**config.mk**
```make
export PLATFORM = sky130hd
export DESIGN_NAME = frame_wr_interconnect
export DESIGN_NICKNAME = d
export VERILOG_FILES = /design/src/verilog/wr_ic_pkg.sv /design/src/verilog/wr_channel_sched.sv /design/src/verilog/wr_addr_gen.sv /design/src/verilog/wr_burst_mover.sv /design/src/verilog/frame_wr_interconnect.sv
export SDC_FILE = /design/constraint.sdc
export NUM_CORES = 1
export LEC_CHECK = 0
export BUFFER_PORTS_ARGS = -buffer_cell sky130_fd_sc_hd__buf_4
export CAP_MARGIN = 30
export CORE_AREA = 2 2 626 628
export DETAILED_ROUTE_END_ITERATION = 10
export DIE_AREA = 0 0 628 630
export GPL_ROUTABILITY_DRIVEN = 0
export PLACE_DENSITY_LB_ADDON = 0.25
export SKIP_CTS_REPAIR_TIMING = 1
export SYNTH_ARGS = -nofsm -noshare
export SYNTH_HDL_FRONTEND = slang
export SYNTH_SLANG_ARGS = --single-unit
```
**constraint.sdc**
```tcl
create_clock -name clk -period 11.7 [get_ports clk]
set_input_delay 2.34 -clock clk [delete_from_list [all_inputs] [get_ports clk]]
set_output_delay 2.34 -clock clk [all_outputs]
set_load 0.02 [all_outputs]
```
**src/verilog/wr_ic_pkg.sv**
```systemverilog
// channel count, burst and address constants, vector types, scheduler state enum
package wr_ic_pkg;

    localparam int NUM_CH     = 5;       // image channels
    localparam int BURST_LEN  = 16;      // beats per burst
    localparam int ADDR_STEP  = 128;     // address advance per burst
    localparam int FRAME_SPAN = 30000;   // ping-pong bank distance
    localparam int CH_SPAN    = 60000;   // channel region distance
    localparam int INIT_CH    = 3;       // channel that raises init_done

    // ddr controller address is row, bank, column
    localparam int ROW_W      = 15;
    localparam int BANK_W     = 3;
    localparam int COL_W      = 10;
    localparam int DDR_ADDR_W = ROW_W + BANK_W + COL_W;

    localparam int DATA_W     = 256;     // one axi beat
    localparam int BUF_ADDR_W = 5;       // two bursts deep
    localparam int CH_IDX_W   = 3;
    localparam int BEAT_CNT_W = 4;

    typedef logic [DDR_ADDR_W-1:0] ddr_addr_t;

    typedef logic [DATA_W-1:0]     axi_data_t;

    typedef logic [BUF_ADDR_W-1:0] buf_addr_t;

    typedef logic [CH_IDX_W-1:0]   ch_idx_t;

    typedef logic [BEAT_CNT_W-1:0] beat_cnt_t;

    typedef enum logic {
        sched_wait,                      // waiting for current channel buffer
        sched_busy                       // burst in flight
    } sched_state_t;

endpackage

```
**src/verilog/wr_channel_sched.sv**
```systemverilog
// round-robin channel scheduler, one burst in flight at a time
module wr_channel_sched
    import wr_ic_pkg::*;
(
    input  logic    clk,
    input  logic    rst,
    input  logic    buf_ready [NUM_CH],
    input  logic    burst_done,
    output logic    start,
    output ch_idx_t cur_ch
);

    sched_state_t state;
    ch_idx_t      next_ch;

    // fixed visiting order, wraps after the last channel
    always_comb begin
        if (cur_ch == ch_idx_t'(NUM_CH - 1)) begin
            next_ch = '0;
        end else begin
            next_ch = cur_ch + 1'b1;
        end
    end

    always_ff @(posedge clk or negedge rst) begin
        if (!rst) begin
            state  <= sched_wait;
            start  <= 1'b0;
            cur_ch <= '0;
        end else begin
            start <= 1'b0;
            case (state)
                sched_wait: begin
                    if (buf_ready[cur_ch]) begin   // stay on this channel until ready
                        start <= 1'b1;
                        state <= sched_busy;
                    end
                end
                sched_busy: begin
                    if (burst_done) begin
                        cur_ch <= next_ch;
                        state  <= sched_wait;
                    end
                end
                default: begin
                    state <= sched_wait;
                end
            endcase
        end
    end

endmodule

```
**src/verilog/wr_addr_gen.sv**
```systemverilog
// per-channel ping-pong frame address generator and axi write address stage
module wr_addr_gen
    import wr_ic_pkg::*;
(
    input  logic      clk,
    input  logic      rst,
    input  logic      start,
    input  ch_idx_t   cur_ch,
    input  logic      frame_end [NUM_CH],
    output ddr_addr_t axi_awaddr,
    output logic      axi_awvalid,
    input  logic      axi_awready,
    output logic      aw_accept,
    output ch_idx_t   burst_ch,
    output logic      init_done
);

    ddr_addr_t ch_offset [NUM_CH];   // grows by one burst step per address
    logic      ch_bank   [NUM_CH];   // frame half in use
    ddr_addr_t ch_base;
    ddr_addr_t bank_add;
    ddr_addr_t next_addr;
    logic      aw_hs;

    assign aw_hs = axi_awvalid && axi_awready;

    // channel region base plus bank and running offset
    always_comb begin
        ch_base = ddr_addr_t'(cur_ch) * ddr_addr_t'(CH_SPAN);
        if (ch_bank[cur_ch]) begin
            bank_add = ddr_addr_t'(FRAME_SPAN);
        end else begin
            bank_add = '0;
        end
        next_addr = ch_base + bank_add + ch_offset[cur_ch];
    end

    always_ff @(posedge clk) begin
        if (start) begin
            axi_awaddr <= next_addr;   // held until the handshake
        end
    end

    always_ff @(posedge clk or negedge rst) begin
        if (!rst) begin
            axi_awvalid <= 1'b0;
            aw_accept   <= 1'b0;
            burst_ch    <= '0;
        end else begin
            aw_accept <= aw_hs;
            if (start) begin
                axi_awvalid <= 1'b1;
                burst_ch    <= cur_ch;
            end else if (aw_hs) begin
                axi_awvalid <= 1'b0;
            end
        end
    end

    // frame end beats the offset advance on the same edge
    always_ff @(posedge clk or negedge rst) begin
        if (!rst) begin
            for (int c = 0; c < NUM_CH; c++) begin
                ch_offset[c] <= '0;
                ch_bank[c]   <= 1'b0;
            end
        end else begin
            for (int c = 0; c < NUM_CH; c++) begin
                if (frame_end[c]) begin
                    ch_offset[c] <= '0;
                    ch_bank[c]   <= ~ch_bank[c];
                end else if (aw_hs && (burst_ch == ch_idx_t'(c))) begin
                    ch_offset[c] <= ch_offset[c] + ddr_addr_t'(ADDR_STEP);
                end
            end
        end
    end

    // sticky once the init channel has closed a frame
    always_ff @(posedge clk or negedge rst) begin
        if (!rst) begin
            init_done <= 1'b0;
        end else if (frame_end[INIT_CH]) begin
            init_done <= 1'b1;
        end
    end

endmodule

```
**src/verilog/wr_burst_mover.sv**
```systemverilog
// burst data stage, buffer read pointers and axi write data channel
module wr_burst_mover
    import wr_ic_pkg::*;
(
    input  logic      clk,
    input  logic      rst,
    input  logic      aw_accept,
    input  ch_idx_t   burst_ch,
    input  axi_data_t buf_data [NUM_CH],
    output buf_addr_t buf_addr [NUM_CH],
    output axi_data_t axi_wdata,
    output logic      axi_wvalid,
    input  logic      axi_wready,
    output logic      axi_wlast,
    output logic      burst_done
);

    ch_idx_t   act_ch;      // channel of the burst in flight
    beat_cnt_t beat_cnt;
    logic      w_hs;
    logic      last_beat;

    assign w_hs      = axi_wvalid && axi_wready;
    assign last_beat = (beat_cnt == beat_cnt_t'(BURST_LEN - 1));

    // zero latency buffers so data follows buf_addr directly
    assign axi_wdata = buf_data[act_ch];
    assign axi_wlast = last_beat;

    always_ff @(posedge clk or negedge rst) begin
        if (!rst) begin
            act_ch     <= '0;
            beat_cnt   <= '0;
            axi_wvalid <= 1'b0;
            burst_done <= 1'b0;
        end else begin
            burst_done <= 1'b0;
            if (aw_accept) begin
                act_ch     <= burst_ch;
                beat_cnt   <= '0;
                axi_wvalid <= 1'b1;
            end else if (w_hs) begin
                beat_cnt <= beat_cnt + 1'b1;   // wraps to zero after the last beat
                if (last_beat) begin
                    axi_wvalid <= 1'b0;
                    burst_done <= 1'b1;
                end
            end
        end
    end

    // read pointer steps once per accepted beat
    always_ff @(posedge clk or negedge rst) begin
        if (!rst) begin
            for (int c = 0; c < NUM_CH; c++) begin
                buf_addr[c] <= '0;
            end
        end else begin
            for (int c = 0; c < NUM_CH; c++) begin
                if (w_hs && (act_ch == ch_idx_t'(c))) begin
                    buf_addr[c] <= buf_addr[c] + 1'b1;
                end
            end
        end
    end

endmodule

```
**src/verilog/frame_wr_interconnect.sv**
```systemverilog
// top level of the frame write interconnect, scheduler, address and data stages
module frame_wr_interconnect
    import wr_ic_pkg::*;
(
    input  logic      clk,
    input  logic      rst,
    // channel line buffers
    input  logic      buf_ready [NUM_CH],
    input  axi_data_t buf_data  [NUM_CH],
    output buf_addr_t buf_addr  [NUM_CH],
    input  logic      frame_end [NUM_CH],
    output logic      init_done,
    // axi write address channel
    output ddr_addr_t axi_awaddr,
    output logic      axi_awvalid,
    input  logic      axi_awready,
    // axi write data channel
    output axi_data_t axi_wdata,
    output logic      axi_wvalid,
    input  logic      axi_wready,
    output logic      axi_wlast
);

    logic    start;
    ch_idx_t cur_ch;
    logic    aw_accept;
    ch_idx_t burst_ch;
    logic    burst_done;

    wr_channel_sched u_sched (
        .clk        (clk),
        .rst        (rst),
        .buf_ready  (buf_ready),
        .burst_done (burst_done),
        .start      (start),
        .cur_ch     (cur_ch)
    );

    wr_addr_gen u_addr_gen (
        .clk         (clk),
        .rst         (rst),
        .start       (start),
        .cur_ch      (cur_ch),
        .frame_end   (frame_end),
        .axi_awaddr  (axi_awaddr),
        .axi_awvalid (axi_awvalid),
        .axi_awready (axi_awready),
        .aw_accept   (aw_accept),
        .burst_ch    (burst_ch),
        .init_done   (init_done)
    );

    wr_burst_mover u_burst_mover (
        .clk        (clk),
        .rst        (rst),
        .aw_accept  (aw_accept),
        .burst_ch   (burst_ch),
        .buf_data   (buf_data),
        .buf_addr   (buf_addr),
        .axi_wdata  (axi_wdata),
        .axi_wvalid (axi_wvalid),
        .axi_wready (axi_wready),
        .axi_wlast  (axi_wlast),
        .burst_done (burst_done)
    );

endmodule

```
==> metrics.log <==
[metrics] run status: finished clean
[metrics] CP Launch Type: register
[metrics] stage delay of the slowest cell on the critical path: 0.93 ns
[metrics] number of levels the H-tree was split into: 4
[metrics] Post-synth EDFFs: 25
[metrics] die outline width: 628 microns
[metrics] required time of the critical path: 9.36 ns
[metrics] layout overhead on the synthesized area: 97.58%
[metrics] unrepaired setup endpoints after global routing: no
[metrics] post-route cell area: 38,980 sq um
[metrics] TritonCTS clock tree: yes
[metrics] fraction of layout instances using a drive strength above 1: 53.15%
[metrics] setup TNS: 0 ns
[metrics] total via count after detailed routing: 27.75k
[metrics] Top cell by count, worst path: buf_4
[metrics] maximum number of pins on one net before global-route repair: 112
[metrics] area share of the leading cell type in the synthesized netlist: 29.45%
[metrics] post-synthesis cell area: 19,730 sq um
[metrics] die height: 630 microns
[metrics] aggregate global-route resource usage: 17.37%
[metrics] buffers added on ports: 1,606
[metrics] Clock Root Buffer: clkbuf_16
[metrics] Clock transition at path regs: 0.07 ns
[metrics] final layout net count: 5,037
[metrics] Vias per Instance: 3.078
[metrics] per-cell routed wire length: 39.73 microns
[metrics] floorplan row count: 229
[metrics] Max Fclk: 142.7 MHz
[metrics] sequential share of the synthesized area: 23.47%
[metrics] crit-path leading delay family: buffers and inverters
[metrics] half-perimeter wire length after placement: 334.3 mm
[metrics] synth top area cells: mux4_2 (29%), dfrtp_1 (20%), o21ai_0 (7.1%)
[metrics] initial cell density of the core: 5.082%
[metrics] Critical R2R Launch: u_sched.cur_ch[1]$_DFFE_PN0P_
[metrics] Cell Chain, Critical Path: buf_4, buf_4, mux4_2, inv_1, o21ai_0, buf_4
[metrics] total of warnings raised by yosys: 0
[metrics] Syn Area/Cell: 9.071 sq um
[metrics] library cell with the highest instance count after synthesis: nand2_1
[metrics] worst skew pair latency: 0.58 ns
[metrics] leakage component of the power: 0.01586 uW
[metrics] total wire length after detailed routing: 358.2 mm
[metrics] global-route congestion overflow total: 0
[metrics] actual transition at the worst max-transition pin: 1.229 ns
[metrics] dpl cell area: 37,970 sq um
[metrics] Clock Skew: 0.04598 ns
[metrics] WHS: 0.4666 ns
[metrics] crit path time final: 7.006 ns
[metrics] most instantiated flip-flop cell in the synthesis netlist: dfrtp_1
[metrics] final setup violation count: 0
[metrics] via count of the first global-routing pass: 26.55k
[metrics] count of unresolved DRC violations after routing: 0
[metrics] die area: 395,600 sq um
[metrics] I/O pins: 1,607
[metrics] WP buf/inv: 4
[metrics] power density of the placed cells: 96.52 nW/um^2
[metrics] leading cell types by count after synthesis: nand2_1 (329), o21ai_0 (279), inv_1 (268)
[metrics] first-pass GRT wire length: 417.1 mm
[metrics] biggest fanout along the worst timing path: 41
[metrics] number of storage elements in the synthesis netlist: 180
[metrics] core footprint: 388,200 sq um
[metrics] cell at the slowest stage of the critical path: o21ai_0
[metrics] max-capacitance violation count: 0
[metrics] number of optimization iterations in the first detailed-route pass: 5
[metrics] Cell variety after synth: 68
[metrics] fin crit share: 59.88%
[metrics] violation count after the first detailed-route iteration: 3,108
[metrics] antenna violations before repair: 411
[metrics] number of buffers on the longest clock path: 3
[metrics] critical setup path kind: register to primary output
[metrics] critical hold path startpoint: u_addr_gen.ch_bank[2]$_DFFE_PN0P_
[metrics] area leader, netlist: mux4_2
[metrics] final hold viol count: 0
[metrics] number of max-slew violations in the final report: 0
[metrics] Syn Inst Count: 2,175
[metrics] launch point of the critical path: u_burst_mover.act_ch[1]$_DFFE_PN0P_
[metrics] slew margin rel.: 17.21%
[metrics] Worst Setup End Kind: primary output
[metrics] number of clock sinks seen by CTS: 180
[metrics] peak supply drop: 0.09963 mV
[metrics] worst hold path class: register to register
[metrics] critical path arrival: 4.67 ns
[metrics] remaining number of nets flagged by the antenna check after routing: 0
[metrics] async set or reset register ratio after synthesis: 86.11%
[metrics] total clock buffers created by CTS: 25
## metrics by stage
stage / std cells / util [%] / total power [uW] / setup slack [ns]
CTS: 8896 / 9.955 / 3808 / 4.506
detailed placement: 8863 / 9.779 / 3033 / 5.150
global route: 8983 / 10.02 / 3929 / 4.689
finish: 9017 / 10.04 / 3763 / 4.694
global placement: 8853 / 9.759 / 3015 / 4.981
floorplan: 2179 / - / 1749 / 6.302
## worst register-to-register path, delay by kind of cell, from the launching register on
family	cells	cell delay (ns)
simple gates	6	1.09
flops	1	0.76
buf+inv	1	0.44
fa+ha+maj	2	0.79
xor+xnor	2	0.34
compound gates	6	2.51
## state kept, by name, indices dropped and copies added (netlist names), 3 cells and up
| register | cells |
|---|---|
| u_addr_gen.axi_awaddr | 25 |
| u_addr_gen.burst_ch | 3 |
| u_addr_gen.ch_bank | 5 |
| u_addr_gen.ch_offset | 105 |
| u_burst_mover.act_ch | 3 |
| u_burst_mover.beat_cnt | 4 |
| u_burst_mover.buf_addr | 25 |
| u_sched.cur_ch | 3 |
## layout make-up
type	instances	area (sq um)
well taps	5197	6502
repair buffers	1646	12410
inverters	269	1010
clock buffers	29	660.6
flip-flops and latches	180	4644
clock inverters	4	20.02
diodes	119	297.8
fillers	45330	349300
multi-input cells	1573	13430
## logic make-up after synthesis
| logic type | Yosys count | synth area share (%) |
|---|---|---|
| mux | 314 | 32.38 |
| fa+ha+maj | 48 | 3.158 |
| simple gates | 647 | 14.40 |
| compound gates | 401 | 11.00 |
| other cells | 1 | 0.01901 |
| flops | 180 | 23.47 |
| buf+inv | 426 | 8.562 |
| xor+xnor | 158 | 7.014 |
## power breakdown
| part | switching [uW] | total [uW] | internal [uW] | leakage (uW) |
|---|---|---|---|---|
| logic | 1350 | 2240 | 893 | 0.0132 |
| clock network | 342 | 739 | 397 | 0.000341 |
| registers | 77.1 | 783 | 706 | 0.00234 |
| total | 1770 | 3760 | 2000 | 0.0159 |
## final timing paths
check                                                   endpoint  depth (start not counted)  slack, ns
setup reg to reg             u_addr_gen.axi_awaddr[23]$_DFFE_PP_                         17       5.51
max in group asynchronous    u_burst_mover.act_ch[2]$_DFFE_PN0P_                          3       7.83
setup / recovery                                  axi_wdata[127]                          6       4.69
min in group asynchronous  u_burst_mover.buf_addr[6]$_DFFE_PN0P_                          1       1.75
hold / removal                 u_addr_gen.ch_bank[2]$_DFFE_PN0P_                          1       0.47
hold reg to reg                u_addr_gen.ch_bank[2]$_DFFE_PN0P_                          1       0.47
## layer usage
layer / global-route usage [%] / wire length (microns) / share of wire [%]
met1: 16.36 / 113200 / 32
met2: 32.47 / 189800 / 53
met3: 7.521 / 36950 / 10
met4: 6.985 / 16900 / 4.7
met5: 1.872 / 1437 / 0.40
## cells in the final DEF, fill, tap and decap left out, types with 45 or more instances in the layout
| cell type | instances |
|---|---|
| a21oi_1 | 56 |
| nor2_1 | 151 |
| ha_1 | 45 |
| diode_2 | 119 |
| nand3_1 | 50 |
| mux4_2 | 258 |
| o21ai_0 | 278 |
| xor2_1 | 107 |
| xnor2_1 | 51 |
| dfrtp_1 | 151 |
| nand2_1 | 328 |
| inv_1 | 268 |
| buf_4 | 1634 |
Power figures use the tool's default switching activity.
